`src/verilog/cache_pkg.sv`:
```
package cache_pkg;

  typedef logic [31:0] word_t;
  typedef logic [31:0] addr_t;

  // line geometry
  localparam int words_per_line = 4;
  localparam int byte_bits = 2;
  localparam int word_bits = $clog2(words_per_line);
  localparam int line_offset_bits = byte_bits + word_bits;
  localparam int tag_width = 32 - line_offset_bits;

  // widest set index the structs can carry
  localparam int max_set_bits = 8;

  typedef word_t [words_per_line-1:0] line_t;

  typedef enum logic {
    op_read,
    op_write
  } cache_op_e;

  typedef struct packed {
    cache_op_e  op;
    addr_t      addr;
    word_t      wdata;
    logic [3:0] be;
  } cpu_req_t;

  typedef struct packed {
    logic                    valid;
    cpu_req_t                req;
    logic                    way;
    logic [max_set_bits-1:0] set;
  } lookup_to_data_t;

  typedef struct packed {
    logic                    valid;
    logic [max_set_bits-1:0] set;
    logic                    way;
    logic [tag_width-1:0]    tag;
    line_t                   line;
  } fill_t;

  typedef struct packed {
    logic                    dirty;
    logic [max_set_bits-1:0] set;
    logic                    way;
    logic [tag_width-1:0]    tag;
  } victim_t;

  typedef enum logic [2:0] {
    ms_idle,
    ms_wb_req,
    ms_wb_data,
    ms_fill_req,
    ms_fill_wait,
    ms_done
  } miss_state_e;

endpackage

```
`src/verilog/cache_lookup_stage.sv`:
```
module cache_lookup_stage
  import cache_pkg::*;
#(
  parameter int num_sets = 16
) (
  input  logic            clock,
  input  logic            reset,
  input  cpu_req_t        req,
  input  logic            rd,
  input  logic            wr,
  input  fill_t           fill,
  input  logic            miss_busy,
  output logic            waitrequest,
  output lookup_to_data_t to_data,
  output logic            miss_start,
  output addr_t           miss_addr,
  output victim_t         victim
);

  localparam int set_bits = $clog2(num_sets);

  logic [tag_width-1:0] tag_array [num_sets][2];
  logic [1:0] valid_bits [num_sets];
  logic [1:0] dirty_bits [num_sets];
  // way to replace next in each set
  logic lru_bits [num_sets];

  cpu_req_t slot;
  logic slot_valid;
  logic miss_waiting;
  logic [set_bits-1:0] slot_set;
  logic [set_bits-1:0] fill_set;
  logic [tag_width-1:0] slot_tag;
  logic [1:0] way_hit;
  logic hit;
  logic hit_way;
  logic victim_way;
  logic accept;
  logic start_miss;

  logic out_valid;
  cpu_req_t out_req;
  logic out_way;
  logic [set_bits-1:0] out_set;

  assign slot_set = slot.addr[line_offset_bits +: set_bits];
  assign slot_tag = tag_width'(slot.addr >> (line_offset_bits + set_bits));
  assign fill_set = fill.set[set_bits-1:0];

  always_comb begin
    for (int w = 0; w < 2; w++) begin
      way_hit[w] = valid_bits[slot_set][w] && (tag_array[slot_set][w] == slot_tag);
    end
  end

  assign hit = slot_valid && (|way_hit);
  assign hit_way = way_hit[1];
  assign victim_way = lru_bits[slot_set];

  // a held slot that misses blocks the cpu until the refill replays it
  assign waitrequest = slot_valid && !hit;
  assign accept = (rd || wr) && !waitrequest;
  assign start_miss = slot_valid && !hit && !miss_waiting && !miss_busy;

  assign to_data = '{valid: out_valid, req: out_req, way: out_way,
                     set: max_set_bits'(out_set)};

  always_ff @(posedge clock) begin
    if (reset) begin
      slot_valid <= 1'b0;
      miss_waiting <= 1'b0;
      miss_start <= 1'b0;
      out_valid <= 1'b0;
      for (int s = 0; s < num_sets; s++) begin
        valid_bits[s] <= 2'b00;
        dirty_bits[s] <= 2'b00;
        lru_bits[s] <= 1'b0;
      end
    end else begin
      out_valid <= hit;
      miss_start <= start_miss;
      if (accept) begin
        slot_valid <= 1'b1;
      end else if (hit) begin
        slot_valid <= 1'b0;
      end
      if (hit) begin
        lru_bits[slot_set] <= !hit_way;
        if (slot.op == op_write) begin
          dirty_bits[slot_set][hit_way] <= 1'b1;
        end
      end
      if (start_miss) begin
        miss_waiting <= 1'b1;
      end
      if (fill.valid) begin
        valid_bits[fill_set][fill.way] <= 1'b1;
        dirty_bits[fill_set][fill.way] <= 1'b0;
        miss_waiting <= 1'b0;
      end
    end
  end

  always_ff @(posedge clock) begin
    if (accept) begin
      slot <= req;
    end
    if (hit) begin
      out_req <= slot;
      out_way <= hit_way;
      out_set <= slot_set;
    end
    if (fill.valid) begin
      tag_array[fill_set][fill.way] <= fill.tag;
    end
    if (start_miss) begin
      miss_addr <= slot.addr;
      victim <= '{dirty: dirty_bits[slot_set][victim_way], set: max_set_bits'(slot_set),
                  way: victim_way, tag: tag_array[slot_set][victim_way]};
    end
  end

  // only one refill may be outstanding at a time
  miss_start_idle: assert property (@(posedge clock) disable iff (reset)
    miss_start |-> !miss_busy);

endmodule

```
`config.mk`:
```
export PLATFORM = sky130hd
export DESIGN_NAME = cache_lookup_stage
export DESIGN_NICKNAME = d
export VERILOG_FILES = /design/src/verilog/cache_pkg.sv /design/src/verilog/cache_lookup_stage.sv
export SDC_FILE = /design/constraint.sdc
export NUM_CORES = 1
export LEC_CHECK = 0
export BUFFER_PORTS_ARGS = -buffer_cell sky130_fd_sc_hd__buf_2
export CORE_AREA = 2 2 343 345
export CTS_CLUSTER_DIAMETER = 120
export DETAILED_ROUTE_END_ITERATION = 12
export DIE_AREA = 0 0 345 347
export PLACE_DENSITY = 0.59
export SLEW_MARGIN = 20
export SYNTH_ARGS = -nofsm -noshare
export SYNTH_HDL_FRONTEND = slang
export SYNTH_SLANG_ARGS = --single-unit
```
`constraint.sdc`:
```
create_clock -name clock -period 15.79 [get_ports clock]
set_clock_uncertainty 0.2 [all_clocks]
set_input_delay 1.579 -clock clock [delete_from_list [all_inputs] [get_ports clock]]
set_output_delay 1.579 -clock clock [all_outputs]
set_load 0.01 [all_outputs]
```
======== Word level (Yosys, flattened, before mapping) ========
Memory sizes are Yosys's and may differ from the RTL's. A register that Yosys moved wholly into a read port is not among the register bits.
Index checks and enable logic that the tools add are counted.
operators by class
  $lt $le $gt $ge ......................... 8
  equal/unequal tests ..................... 2
  mux-type cells .......................... 42
  bitwise operators ....................... 2
  reductions and logical operators ........ 23
operators by type and width
  cell                                                        number
  two-way mux 28 bit                                          4
  == test 28 x 24 -> 1 bit                                    2
  two-way mux 56 bit                                          1
  two-way mux 4 bit                                           8
  demux 28 bit (select 1 bit)                                 1
  two-way mux 1 bit                                           18
  two-way mux 2 bit                                           8
  logical AND 1 bit                                           10
  OR reduction 2 bit                                          5
  less-than comparator 1 x 2 -> 1 bit, second input constant  3
  logical NOT 1 bit                                           5
  >= comparator 2 bit, second input constant                  2
  NOT 1 -> 2 bit                                              2
  demux 1 bit (select 1 bit)                                  2
  >= comparator 1 bit, second input constant                  2
  less-than comparator 2 x 1 -> 1 bit, second input constant  1
  nonzero test 2 bit                                          1
  logical OR 1 bit                                            1
  OR reduction 1 bit                                          1
word-level totals
  register bits ........................... 213
  RAM bits ................................ 976
  input port bits ......................... 240
  output and inout port bits .............. 151
  word-level logic and storage cells ...... 100
  memories kept ........................... 4
memories
  name        words  bits a word  read ports  clocked after Yosys merged registers in  write ports  RTL line                  RTL
  tag_array   16     56           1           1                                        1            cache_lookup_stage.sv:22  logic [tag_width-1:0] tag_array [num_sets][2];
  dirty_bits  16     2            1           1                                        16           cache_lookup_stage.sv:24  logic [1:0] dirty_bits [num_sets];
  valid_bits  16     2            1           1                                        16           cache_lookup_stage.sv:23  logic [1:0] valid_bits [num_sets];
  lru_bits    16     1            1           1                                        16           cache_lookup_stage.sv:26  logic lru_bits [num_sets];

======== Logic depth before layout (Yosys ltp) ========
  depth after elaboration ................. 9
  mapped depth ............................ 17
  gate-level depth less buffers ........... 10

======== Least setup slack after synthesis ========
No wires, ideal clock.
  kind .................................... reg-to-reg
  from .................................... register with a tool-made name
  to ...................................... register miss_addr[0] (enable)
  library setup time ...................... 0.558 ns
  data arrival time ....................... 6.946 ns
  data required time ...................... 15.032 ns
  slack ................................... 8.086 ns
  cell stages (with the launch flop) ...... 15
  buffers on the path ..................... 6
  clock period less this slack ............ 7.704 ns
  cell sequence ........................... dfxtp_1 > buf_6 > buf_12 > buf_6 > buf_4 > buf_4 > mux4_2 > a22oi_1 > nand2_1 > xnor2_1 > nand2_1 > nor4_2 > buf_6 > or3_1 > nor3_1
RTL lines
  element               RTL line                   RTL
  to (signal assigned)  cache_lookup_stage.sv:117  miss_addr <= slot.addr;
  to (decl)             cache_lookup_stage.sv:16   output addr_t miss_addr,

==> flow_metrics.tcl <==
set metrics [dict create \
    period_share_pct 52.89 \
    clkSlewWorstSetupHoldPaths_ns 0.06 \
    relSlewSlack_pct 23.54 \
    clock_power_share_pct 40.4 \
    die_w_um 345 \
    p_switching_mw 1.571 \
    synth_cells 2392 \
    routabilityCongestion 0.8121 \
    grt_overflow 0 \
    synth_top_area_cell "edfxtp_1" \
    cp-end-kind "output port" \
    die_height_um 347 \
    area_delta_synth_final_pct 15.06 \
    min_from "slot[9]$_DFFE_PP_" \
    ys_types 69 \
    dp_hpwl_um 71600 \
    synthArstFlopShare_pct 0 \
    cts_sinks 1185 \
    regArea_um2 34880 \
    cts_htree_levels 3 \
    status "complete, no violations" \
    core-area_um2 115700 \
    cap_violations 0 \
    hold_buffers 0 \
    power_density_nw_per_um2 129.9 \
    hold_end "to_data[18]$_DFFE_PN_" \
    fin_crit_ns 8.351 \
    cts.repair.resized 0 \
    netlist_area_um2 46100 \
    totalPowerFinal_mw 6.892 \
    internal-power_mw 5.321 \
    hold_path_class "register to register" \
    ys_ff_latch 1185 \
    pin_count 391 \
    multi_input_area_um2 10580 \
    yosysWarnings 0 \
    firstDrtPassIters 5 \
    fmaxAchievable_mhz 119.7 \
    yosysSeqAreaShare_pct 75.62 \
    reg2reg_slack_ns 8.68 \
    grt_max_degree 132 \
    grt_pass1_wl_um 173900 \
    synthDominantCellAreaShare_pct 72.49 \
    ys_top_cells_by_area "edfxtp_1 (72%), mux4_2 (9.3%), dfxtp_1 (3.1%)" \
    antenna_found_initial 18 \
    route.detailed.drc 0 \
    switching_share_pct 22.79 \
    cts_root_buf "clkbuf_16" \
    wirelength_um 122900 \
    power_frac_comb_pct 8.2 \
    r2r_end "to_data[34]$_DFFE_PN_" \
    rows 125 \
    viasPerCell 5.638 \
    start_util_pct 39.83 \
    syn_avg_cell_area_um2 19.27 \
    path_class "register to output port" \
    clockBufferDepth 3 \
    worstPathRequired_ns 14.01 \
    drv_slew 0 \
    grt_use_total_pct 20.25 \
    dieArea_um2 119700 \
    insertion_delay_ns 0.70 \
    fillCellCount 9702 \
    yosys-top-cells-count "edfxtp_1 (1113), mux4_2 (190), nor2_1 (167)" \
    finalSetupViolCount 0 \
    cts_inserted_buffers 117 \
    port_buffers 250 \
    synth_flop_cell "edfxtp_1" \
    drtIter0Drc 2642 \
    ff2ff_path_depth 13 \
    rsz0062_at_grt "false" \
    cp_max_fo 94 \
    cts_setup_buffers 0 \
    vdd_drop_max_mv 0.09587 \
    yosysMostFrequentCell "edfxtp_1" \
    tightestPinTransition_ns 1.144 \
    seq_power_share_pct 51.4 \
    min_path_cells 0 \
    num-nets-final 2925 \
    routedWlPerCell_um 28.51 \
    grt_pass1_vias 24240 \
    finalHoldViolations 0 \
    tns_ns 0 \
    cp-start-kind "register" \
    vias 24310 \
    drive_gt1_share_pct 27.70 \
    cts_tree "done" \
    power.leakage_nw 17.46 \
    arrival_ns 6.57 \
    synth_edf_count 1113 \
    postRouteAntennaNets 0 \
]
==> flip-flops by register name (all words and copies together), names as in the netlist, named ones only <==
name          cells
dirty_bits       32
lru_bits         16
miss_addr        32
miss_start        1
miss_waiting      1
out_valid         1
out_way           1
slot             69
slot_valid        1
tag_array       896
to_data          69
valid_bits       32
victim           30
==> power groups by stage <==
stage / logic [mW] / registers [mW] / clock network [mW]
2_1_floorplan: 0.362 / 3.59 / 0
3_3_place_gp: 0.557 / 3.61 / 0
3_5_place_dp: 0.564 / 3.61 / 0
4_1_cts: 0.567 / 3.55 / 2.83
5_1_grt: 0.599 / 3.55 / 2.95
6_report: 0.564 / 3.55 / 2.78
==> metrics by stage <==
step | utilization [%] | setup slack (ns) | instances | hold slack (ns) | cell area [um^2]
after floorplan | - | 8.086 | 2399 | 0.2003 | 46130
after global placement | 42.46 | 8.124 | 4088 | 0.2001 | 49150
after detailed placement | 42.46 | 8.080 | 4088 | 0.2045 | 49150
after CTS | 45.79 | 7.328 | 4305 | 0.2106 | 53000
after global routing | 45.83 | 7.090 | 4310 | 0.2226 | 53040
final | 45.83 | 7.439 | 4311 | 0.2063 | 53040
==> routing by layer <==
| metal | global-route usage (%) | vias up | share of wire, % |
|---|---|---|---|
| li1 | - | 10230 | - |
| met1 | 26.65 | 12720 | 40 |
| met2 | 33.99 | 1133 | 49 |
| met3 | 4.125 | 201 | 8.0 |
| met4 | 6.131 | 16 | 2.7 |
| met5 | 0 | - | 0.084 |
==> logic make-up (layout without fill, tap and decap cells) <==
kind of cell	Yosys count	count (layout)	synth area share (%)
DFF	1185	1185	75.62
and+or+nand+nor	422	422	4.388
buffers and inverters	156	540	2.068
AOI/OAI and AO/OA	219	219	3.490
xor gates and xnor gates	49	49	0.9309
muxes	360	360	13.49
other	1	12	0.008134
==> placed cells by master, fill, tap and decap left out, types with 6 or more instances in the layout <==
cell,synthesis,routed
edfxtp_1,1113,1113
buf_2,32,250
mux4_2,190,190
nor2_1,167,133
mux2i_1,122,122
clkbuf_16,0,119
nand2_1,68,68
dfxtp_1,72,68
buf_4,40,53
a22oi_1,41,41
nor3_1,39,38
nor2b_1,38,37
mux2_2,36,36
o21ai_0,34,34
clkinv_2,0,32
nor2_4,0,32
xnor2_1,31,31
nand2b_1,29,29
clkinv_1,1,29
a21oi_1,29,29
nand4_1,23,23
a221oi_1,19,19
xor2_1,18,18
o32a_1,17,17
nand3_1,16,16
clkbuf_1,38,16
o21bai_1,15,15
bufinv_16,0,14
o22ai_1,13,13
mux4_1,12,12
inv_1,11,9
and2_1,9,9
nor2_2,7,9
conb_1,1,8
a22o_1,7,7
nor4_1,7,7
a31oi_1,6,6
==> cell type report <==
cell class              count  share of cell area, %
diodes                      4                0.01887
clock buffers             135                  5.727
clock inverters            82                  1.533
inverters                  14                 0.1038
multi-input cells        1058                  19.94
flip-flops and latches   1185                  65.75
well taps                1524                  3.595
repair buffers            309                  3.326
==> critical path, cell delays in order, from the launching register on <==
cell	delay (ns)
dfxtp_4	0.79
buf_12	0.58
buf_12	0.62
clkinv_1	0.93
nor2_1	0.28
o21ai_0	0.23
xnor2_1	0.19
nor4_1	0.70
nand4_1	0.25
nor4_4	0.26
buf_4	0.33
or3_1	0.26
inv_1	0.05
buf_2	0.14
==> how the worst max path moves through the flow <==
stage,slack (ns),cells past startpoint,to,from
floorplan,8.09,14,miss_addr[0]$_DFFE_PP_,register
global placement,8.12,13,waitrequest,register
detailed placement,8.08,13,waitrequest,register
CTS,7.33,13,waitrequest,register
global route,7.09,13,waitrequest,register
finish,7.44,13,waitrequest,register
Note: power is estimated with default switching activity, not from simulation.
