### config.mk
export PLATFORM = sky130hd
export DESIGN_NAME = cache_miss_engine
export DESIGN_NICKNAME = d
export VERILOG_FILES = /design/src/verilog/cache_pkg.sv /design/src/verilog/cache_miss_engine.sv
export SDC_FILE = /design/constraint.sdc
export NUM_CORES = 1
export LEC_CHECK = 0
export BUFFER_PORTS_ARGS = -buffer_cell sky130_fd_sc_hd__buf_4
export CAP_MARGIN = 30
export CELL_PAD_IN_SITES_DETAIL_PLACEMENT = 0
export CELL_PAD_IN_SITES_GLOBAL_PLACEMENT = 1
export CORE_AREA = 2 2 181 183
export DETAILED_ROUTE_END_ITERATION = 16
export DIE_AREA = 0 0 183 185
export GPL_TIMING_DRIVEN = 0
export PLACE_DENSITY = 0.87
export SLEW_MARGIN = 10
export SYNTH_ARGS = -nofsm -noshare
export SYNTH_HDL_FRONTEND = slang
export SYNTH_SLANG_ARGS = --single-unit
export TNS_END_PERCENT = 50
### constraint.sdc
create_clock -name clock -period 10.8 [get_ports clock]
set_clock_uncertainty 0.05 [all_clocks]
set_input_delay 1.08 -clock clock [delete_from_list [all_inputs] [get_ports clock]]
set_output_delay 1.08 -clock clock [all_outputs]
set_load 0.02 [all_outputs]
### src/verilog/cache_pkg.sv
package cache_pkg;

  typedef logic [31:0] word_t;
  typedef logic [31:0] addr_t;

  // line geometry
  localparam int words_per_line = 4;
  localparam int byte_bits = 2;
  localparam int word_bits = $clog2(words_per_line);
  localparam int line_offset_bits = byte_bits + word_bits;
  localparam int tag_width = 32 - line_offset_bits;

  // widest set index the structs can carry
  localparam int max_set_bits = 8;

  typedef word_t [words_per_line-1:0] line_t;

  typedef enum logic {
    op_read,
    op_write
  } cache_op_e;

  typedef struct packed {
    cache_op_e  op;
    addr_t      addr;
    word_t      wdata;
    logic [3:0] be;
  } cpu_req_t;

  typedef struct packed {
    logic                    valid;
    cpu_req_t                req;
    logic                    way;
    logic [max_set_bits-1:0] set;
  } lookup_to_data_t;

  typedef struct packed {
    logic                    valid;
    logic [max_set_bits-1:0] set;
    logic                    way;
    logic [tag_width-1:0]    tag;
    line_t                   line;
  } fill_t;

  typedef struct packed {
    logic                    dirty;
    logic [max_set_bits-1:0] set;
    logic                    way;
    logic [tag_width-1:0]    tag;
  } victim_t;

  typedef enum logic [2:0] {
    ms_idle,
    ms_wb_req,
    ms_wb_data,
    ms_fill_req,
    ms_fill_wait,
    ms_done
  } miss_state_e;

endpackage

### src/verilog/cache_miss_engine.sv
module cache_miss_engine
  import cache_pkg::*;
#(
  parameter int num_sets = 16
) (
  input  logic    clock,
  input  logic    reset,
  input  logic    miss_start,
  input  addr_t   miss_addr,
  input  victim_t victim,
  input  line_t   victim_line,
  input  logic    mem_waitrequest,
  input  word_t   mem_rd_data,
  input  logic    mem_rd_valid,
  output logic    miss_busy,
  output fill_t   fill,
  output addr_t   mem_addr,
  output logic    mem_rd,
  output logic    mem_wr,
  output word_t   mem_wr_data
);

  localparam int set_bits = $clog2(num_sets);

  miss_state_e state;
  logic [word_bits-1:0] beat;
  logic last_beat;

  victim_t victim_q;
  addr_t fill_addr;
  addr_t wb_addr;
  line_t wb_line;
  line_t fill_line;

  assign last_beat = (beat == word_bits'(words_per_line - 1));

  // victim line base rebuilt from its tag and set
  assign wb_addr = (addr_t'(victim_q.tag) << (line_offset_bits + set_bits))
                 | (addr_t'(victim_q.set[set_bits-1:0]) << line_offset_bits);

  assign miss_busy = (state != ms_idle);
  assign mem_wr = (state == ms_wb_data);
  assign mem_rd = (state == ms_fill_req);
  assign mem_addr = mem_wr ? wb_addr : fill_addr;
  assign mem_wr_data = wb_line[beat];

  assign fill = '{valid: (state == ms_done), set: victim_q.set, way: victim_q.way,
                  tag: tag_width'(fill_addr >> (line_offset_bits + set_bits)),
                  line: fill_line};

  always_ff @(posedge clock) begin
    if (reset) begin
      state <= ms_idle;
      beat <= '0;
    end else begin
      case (state)
        ms_idle: begin
          if (miss_start) begin
            state <= victim.dirty ? ms_wb_req : ms_fill_req;
          end
        end
        ms_wb_req: begin
          beat <= '0;
          state <= ms_wb_data;
        end
        ms_wb_data: begin
          if (!mem_waitrequest) begin
            beat <= beat + 1'b1;
            if (last_beat) begin
              state <= ms_fill_req;
            end
          end
        end
        ms_fill_req: begin
          if (!mem_waitrequest) begin
            beat <= '0;
            state <= ms_fill_wait;
          end
        end
        ms_fill_wait: begin
          if (mem_rd_valid) begin
            beat <= beat + 1'b1;
            if (last_beat) begin
              state <= ms_done;
            end
          end
        end
        ms_done: state <= ms_idle;
        default: state <= ms_idle;
      endcase
    end
  end

  always_ff @(posedge clock) begin
    if ((state == ms_idle) && miss_start) begin
      victim_q <= victim;
      fill_addr <= {miss_addr[31:line_offset_bits], {line_offset_bits{1'b0}}};
    end
    if (state == ms_wb_req) begin
      wb_line <= victim_line;
    end
    if ((state == ms_fill_wait) && mem_rd_valid) begin
      fill_line[beat] <= mem_rd_data;
    end
  end

  rd_wr_exclusive: assert property (@(posedge clock) disable iff (reset)
    !(mem_rd && mem_wr));

  // memory only streams data back while a refill is collecting it
  rd_valid_in_fill: assert property (@(posedge clock) disable iff (reset)
    mem_rd_valid |-> (state == ms_fill_wait));

endmodule

# Word level (Yosys, flattened, before mapping)
# Index checks and enable logic that the tools add are counted.
[classes]
order_cmp = 2
muxes = 18
bitwise = 1
reduce_logical = 8
n_addsub = 1
n_eq_ne = 12
[op_table]
columns = ["operator", "n"]
rows = [
  ["128-bit bitwise mux", 1],
  ["32-bit two-way mux", 3],
  ["32-bit binary-select mux with 2-bit select", 1],
  ["32-bit demux with 2-bit select", 1],
  ["32-bit by 8-bit bitwise OR with 32-bit output", 1],
  ["3-bit two-way mux", 6],
  ["3-bit case mux with 5 select lines", 1],
  ["2-bit != test, second input constant", 5],
  ["2-bit two-way mux", 4],
  ["2-bit case mux with 4 select lines", 1],
  ["3-bit by 2-bit == test with 1-bit output, second input constant", 2],
  ["3-bit == test, second input constant", 2],
  ["6-bit AND reduction", 1],
  ["4-bit AND reduction", 1],
  ["4-bit nonzero test", 1],
  ["3-bit by 1-bit == test with 1-bit output, second input constant", 1],
  ["1-bit logical AND", 3],
  ["3-bit zero test", 1],
  ["2-bit by 3-bit < comparator with 1-bit output, second input constant", 1],
  ["3-bit nonzero test", 1],
  ["2-bit by 1-bit adder with 2-bit output, second input constant", 1],
  ["2-bit == test, second input constant", 1],
  ["2-bit by 1-bit greater-or-equal comparator with 1-bit output, second input constant", 1],
  ["2-bit by 1-bit != test with 1-bit output, second input constant", 1],
]
[word_totals]
inputBits = 235
reg_bits = 322
output_inout_bits = 233
wordCells = 56

# Logic depth before layout (Yosys ltp)
# Gate-level depths: netlist (run 1).
[logic_depth]
depth_word = 5
depth_mapped = 7
mapped_depth_nobuf = 5

# Worst setup path before layout (run 1)
# Ideal clock, no wire load.
[synth_timing]
path_kind = "reg2reg"
start = "register state[0]"
end = "register wb_line[0] in the netlist's numbering, enable pin"
stages_incl_launch_ff = 3
t_required_ps = 9952
setup_slack_ps = 144
t_arrival_ps = 9808
path_buffers = 1
setup_ps = 798
cell_sequence = "dfxtp_1 buf_2 nor3b_1"
[synth_between]
elab_chain_len = 1
[synth_rtl]
columns = ["element", "line_no", "source"]
rows = [
  ["from (decl)", "cache_miss_engine.sv:25", "miss_state_e state;"],
  ["from (signal assigned)", "cache_miss_engine.sv:53", "state <= ms_idle;"],
  ["from (signal assigned)", "cache_miss_engine.sv:59", "state <= victim.dirty ? ms_wb_req : ms_fill_req;"],
  ["from (signal assigned)", "cache_miss_engine.sv:64", "state <= ms_wb_data;"],
  ["3-bit by 1-bit == test with 1-bit output", "cache_miss_engine.sv:99", "if (state == ms_wb_req) begin"],
  ["to (signal assigned)", "cache_miss_engine.sv:100", "wb_line <= victim_line;"],
  ["to (decl)", "cache_miss_engine.sv:32", "line_t wb_line;"],
]
# Every way passes these cells.
# A chain may end at the register's enable or synchronous reset.

# Worst setup path after layout (run 1)
[layout_timing]
start = "register beat[1]"
end = "output port mem_wr_data[29]"
[layout_between]
elab_chain_len = 2
[layout_rtl]
columns = ["element", "line_no", "source"]
rows = [
  ["from (decl)", "cache_miss_engine.sv:26", "logic [word_bits-1:0] beat;"],
  ["from (signal assigned)", "cache_miss_engine.sv:68", "beat <= beat + 1'b1;"],
  ["from (signal assigned)", "cache_miss_engine.sv:82", "beat <= beat + 1'b1;"],
  ["32-bit binary-select mux with 2-bit select", "cache_miss_engine.sv:45", "assign mem_wr_data = wb_line[beat];"],
  ["32-bit two-way mux (not written as such)", "cache_miss_engine.sv:45", ""],
  ["to (decl)", "cache_miss_engine.sv:20", "output word_t mem_wr_data"],
]
# Every way passes these cells. The select of a mux whose other input is x is not followed.

==> flow_summary.json, run 1 <==
{
  "clock_sinks": 322,
  "numCtsBuffers": 34,
  "antenna_found_initial": 0,
  "die_area_um2": 33860,
  "outcome": "finished clean",
  "finalWeightedCongestion": 0.7771,
  "grt_pass1_vias": 6639,
  "rows": 66,
  "start_util": 0.3546,
  "drt-initial-drc-count": 220,
  "worst_pin_slew_ns": 0.8259,
  "ant_nets": 0,
  "path_clk_slew_ns": 0.06,
  "place_hpwl_um": 20240,
  "io_pins": 468,
  "coreArea_um2": 32040,
  "synthFlopType": "edfxtp_1",
  "ctsHoldBuffers": 0,
  "synth-edff-count": 317,
  "rsz0062_at_grt": "false",
  "p_leak_uw": 0.006440,
  "cts.repair.resized": 0,
  "synth_area_leader_cell": "edfxtp_1",
  "holdWs_ns": 0.6001,
  "dpl-instance-area_um2": 15550,
  "r2r_cells": 9,
  "synth-async-reset-ratio": 0,
  "peakVddDrop_uv": 136.7,
  "synth.distinct_cells": 33,
  "vias": 6357,
  "grt_overflow": 0,
  "r2r_slack_ns": 7.71,
  "cts_root_buffer": "clkbuf_16",
  "final_common_cell": "buf_4",
  "cts_tree": "done",
  "fin_nets": 1236,
  "via_per_inst": 4.449,
  "syn_inst": 485,
  "yosysSeqAreaShare": 0.8466,
  "slew_headroom": 0.4470,
  "cp-end-kind": "output port",
  "drt-total-wl_um": 26650,
  "period_share": 0.3088,
  "crit_path_start_kind": "register",
  "syn-cell-area_um2": 11360,
  "p_per_area_nw_per_um2": 172.1,
  "io_buffers": 451,
  "utilization": 0.5172,
  "slew_violations": 0,
  "cts_buffer_depth": 3,
  "period_needed_ns": 3.335,
  "crit_type": "reg2out",
  "drive_gt1_frac": 0.6053,
  "postCtsSetupBuffers": 0,
  "drc": 0,
  "wl_per_cell_um": 18.65,
  "grt_max_degree": 30,
  "max-cap-violations": 0,
  "yosysWarnings": 0,
  "clkLatencyLatePin_ns": 0.50,
  "cp.required_ns": 9.67,
  "fillers": 2537,
  "diodes": 0,
  "dpl_worst_slack_ns": 7.725,
  "dr.pass1.iters": 4,
  "synthTopCellsByArea": "edfxtp_1 (84%), mux4_2 (6.3%), buf_4 (3.1%), mux2_1 (1.4%), mux2_2 (1.4%)",
  "htree_num_levels": 2,
  "die_x_um": 183,
  "synth.top_cell.area_share": 0.8378,
  "finalHoldViolCount": 0,
  "min_path_type": "reg2reg",
  "syn_avg_cell_area_um2": 23.43,
  "synth_seq_cells": 322,
  "grtUsageTotal": 0.1502,
  "max_freq_ghz": 0.2998,
  "worst_slack_ns": 7.465,
  "grt_pass1_wl_um": 38460,
  "worstPathArrival_ns": 2.21,
  "worstPathMaxFanout": 10,
  "area_growth_pct": 45.84,
  "holdPathStages": 2,
  "die_h_um": 185,
  "mostFrequentLayoutCells": "buf_4 (503), edfxtp_1 (317), clkbuf_16 (37), mux4_2 (32)",
  "stdcell_area_um2": 16570,
  "finalSetupViolations": 0
}
==> per-stage QoR <==
| stage | total power, uW | setup TNS (ns) | cells |
|---|---|---|---|
| 6_report | 2851 | 0 | 1429 |
| 5_1_grt | 2960 | 0 | 1429 |
| 4_1_cts | 2888 | 0 | 1429 |
| 3_5_place_dp | 1816 | 0 | 1369 |
| 3_3_place_gp | 1812 | -371.29 | 1351 |
| 2_1_floorplan | 1651 | 0 | 492 |
==> metal layers <==
metal	global-route usage	vias to the layer above	wire [um]
met2	0.2750	317	14180
met5	0	-	0
met1	0.1639	3079	9531
li1	-	2926	-
met4	0.04256	0	490
met3	0.05368	35	2450
==> registers in the layout (all words and copies together) (netlist names) <==
register and cells:
victim_q 24, wb_line 128, state 3, fill_addr 28, beat 2, fill 137
==> worst max-delay path, stage by stage, from the launching register on <==
cell,delay [ns]
dfxtp_1,0.35
buf_2,0.20
clkbuf_1,0.55
mux4_2,0.42
buf_4,0.18
==> kinds of logic after synthesis <==
kind of cell / share of synthesized area
DFF: 0.8466
buffers and inverters: 0.03700
muxes: 0.09118
and+or+nand+nor: 0.01145
AOI/OAI and AO/OA: 0.008260
adders and majority gates: 0.004405
other: 0.0003300
xor gates and xnor gates: 0.0007710
==> synth_stat cells (3+ instances only) <==
library cell,number
mux4_2,32
buf_2,6
mux2_1,14
ha_1,4
and2_1,4
dfxtp_1,5
nor2_1,4
o21ai_0,5
inv_1,5
nand2_1,3
buf_4,47
edfxtp_1,317
mux2_2,14
==> power by group <==
part	leakage, uW	internal [uW]	switching [uW]	total (uW)
registers	0.00295	1440	16.5	1460
logic	0.00300	167	160	327
clock network	0.000497	622	442	1060
total	0.00644	2230	619	2850
==> path summary, 6_finish.rpt <==
kind / startpoint / endpoint
min reg2reg: state[2]$_SDFFE_PP0P_ / state[1]$_SDFFE_PP0P_
min: state[2]$_SDFFE_PP0P_ / state[1]$_SDFFE_PP0P_
max reg2reg: state[0]$_SDFFE_PP0P_ / wb_line[59]$_DFFE_PN_
max: beat[1]$_SDFFE_PP0P_ / mem_wr_data[29]
==> cell type report <==
class	instances	area [um^2]	share of cell area
multi-input cells	109	1366	0.08245
clock buffers	46	959.7	0.05791
flip-flops and latches	322	9619	0.5805
well taps	408	510.5	0.03081
clock inverters	14	65.06	0.003926
repair buffers	469	3630	0.2190
plain buffers	56	401.6	0.02424
inverters	5	18.77	0.001133
Power figures use the tool's default switching activity.
==> run 2, diff against run 1 <==
Clock period 10.8 ns to 2.87 ns, I/O delays scaled along.
==> run 2 against run 1 <==
Compared with the run above: clock power grew to 4.1 times the previous value; count of clock-buffer cells in the layout down 1; core utilization grew 7.3 points; sequential cell count unchanged; critical endpoint is now mem_wr_data[27]; largest power group unchanged.
==> flow_summary.json, run 2 (synthesis gave the netlist of run 1 again) <==
{
  "die_x_um": 183,
  "p_per_area_nw_per_um2": 603.7,
  "hp-start": "mem_waitrequest",
  "largest_reg_flops": 137,
  "antenna_found_initial": 2,
  "path_clk_slew_ns": 0.05,
  "grt_pass1_vias": 8049,
  "grt_max_degree": 29,
  "holdWs_ns": 0.1054,
  "r2r-end": "wb_line[22]$_DFFE_PN_",
  "drc": 0,
  "min_path_type": "in2reg",
  "finalHoldViolCount": 0,
  "total_power_uw": 11420,
  "wl_met2_um": 17250,
  "startpoint": "beat[1]$_SDFFE_PP0P_",
  "drt-total-wl_um": 31630,
  "rows": 66,
  "io_pins": 468,
  "start_util": 0.3546,
  "grt_overflow": 0,
  "crit_path_end": "mem_wr_data[27]",
  "max_freq_ghz": 0.3912,
  "cts_tree": "done",
  "max-cap-violations": 0,
  "io_buffers": 451,
  "period_needed_ns": 2.556,
  "worstPathArrival_ns": 2.22,
  "final_common_cell": "buf_4",
  "drt-initial-drc-count": 403,
  "fin_nets": 1453,
  "r2r-start": "state[1]$_SDFFE_PP0P_",
  "crit_path_start_kind": "register",
  "drive_gt1_frac": 0.4996,
  "vias": 7411,
  "die_h_um": 185,
  "clock_sinks": 322,
  "mostFrequentLayoutCells": "buf_4 (498), edfxtp_1 (317), dlygate4sd3_1 (222), clkbuf_16 (37), mux4_2 (32)",
  "ant_nets": 0,
  "period_share": 0.8906,
  "slew_violations": 0,
  "routed.top_layer": "met4",
  "coreArea_um2": 32040,
  "via_per_inst": 4.508,
  "outcome": "finished clean",
  "clkLatencyLatePin_ns": 0.50,
  "finalSetupViolations": 0,
  "slew_headroom": 0.4367,
  "area_growth_pct": 66.52,
  "cp.required_ns": 2.53,
  "finalWeightedCongestion": 0.7531,
  "cts_root_buffer": "clkbuf_16",
  "cts.repair.resized": 0,
  "cts_buffer_depth": 3,
  "grt_pass1_wl_um": 44740,
  "numCtsBuffers": 34,
  "peakVddDrop_uv": 514.2,
  "die_area_um2": 33860,
  "wl_met1_um": 10940,
  "rsz0062_at_grt": "false",
  "wl_per_cell_um": 19.24,
  "cp-end-kind": "output port",
  "r2r_slack_ns": 0.47,
  "r2r_cells": 6,
  "htree_num_levels": 2,
  "crit_type": "reg2out",
  "p_leak_uw": 0.007400,
  "dr_wl_met3_um": 2508,
  "place_hpwl_um": 19880,
  "worst_pin_slew_ns": 0.8440,
  "grtUsageTotal": 0.1748,
  "worstPathMaxFanout": 10,
  "dr.pass1.iters": 5
}
-- run 2: cell type report --
| type | instances | area, um^2 |
|---|---|---|
| buffer | 56 | 407.9 |
| inverter | 5 | 18.77 |
| multi-input combinational | 109 | 1373 |
| antenna | 3 | 7.507 |
| clock inverter | 10 | 148.9 |
| tap | 408 | 510.5 |
| fill | 2239 | 13120 |
| sequential | 322 | 9620 |
| timing repair buffer | 686 | 5878 |
| clock buffer | 45 | 955.9 |
-- run 2: routing by layer --
layer	GRT usage	vias up
met5	0	-
met1	0.1804	3624
met2	0.3355	370
li1	-	3358
met4	0.06304	0
met3	0.04994	59
-- run 2: how the worst min path moves through the flow --
stage / depth (start not counted) / endpoint / slack, ns
6_report: 4 / state[2]$_SDFFE_PP0P_ / 0.11
3_5_place_dp: 1 / wb_line[108]$_DFFE_PN_ / 0.42
2_1_floorplan: 1 / state[2]$_SDFFE_PP0P_ / 0.31
4_1_cts: 4 / state[2]$_SDFFE_PP0P_ / 0.08
5_1_grt: 4 / state[2]$_SDFFE_PP0P_ / 0.12
3_3_place_gp: 1 / wb_line[75]$_DFFE_PN_ / 0.42
-- run 2: worst max-delay path, stage by stage (launching register included) --
cell and delay [ns]:
dfxtp_1 0.35, buf_2 0.21, clkbuf_1 0.57, mux4_2 0.42
buf_4 0.18
-- run 2: power breakdown --
part / leakage [uW] / internal, uW / switching [uW]
registers: 0.00295 / 5430 / 69.4
clock network: 0.000535 / 2690 / 1700
logic: 0.00392 / 841 / 692
-- run 2: stage by stage --
step,util,setup slack [ns],TNS [ns],instance area (um^2),instances
floorplan,-,-1.349,-233.14,11410,492
global placement,0.4776,-2.438,-425.21,15300,1351
detailed placement,0.4865,0.4185,0,15590,1364
CTS,0.5903,0.2324,0,18910,1641
global route,0.5904,0.1983,0,18920,1643
finish,0.5905,0.3141,0,18920,1644
-- run 2: timing repair --
item                       in CTS  in global routing
hold buffers                  222                  0
setup endpoints to repair       0                  0
buffers inserted                0                  0
hold endpoints to repair      321                  0
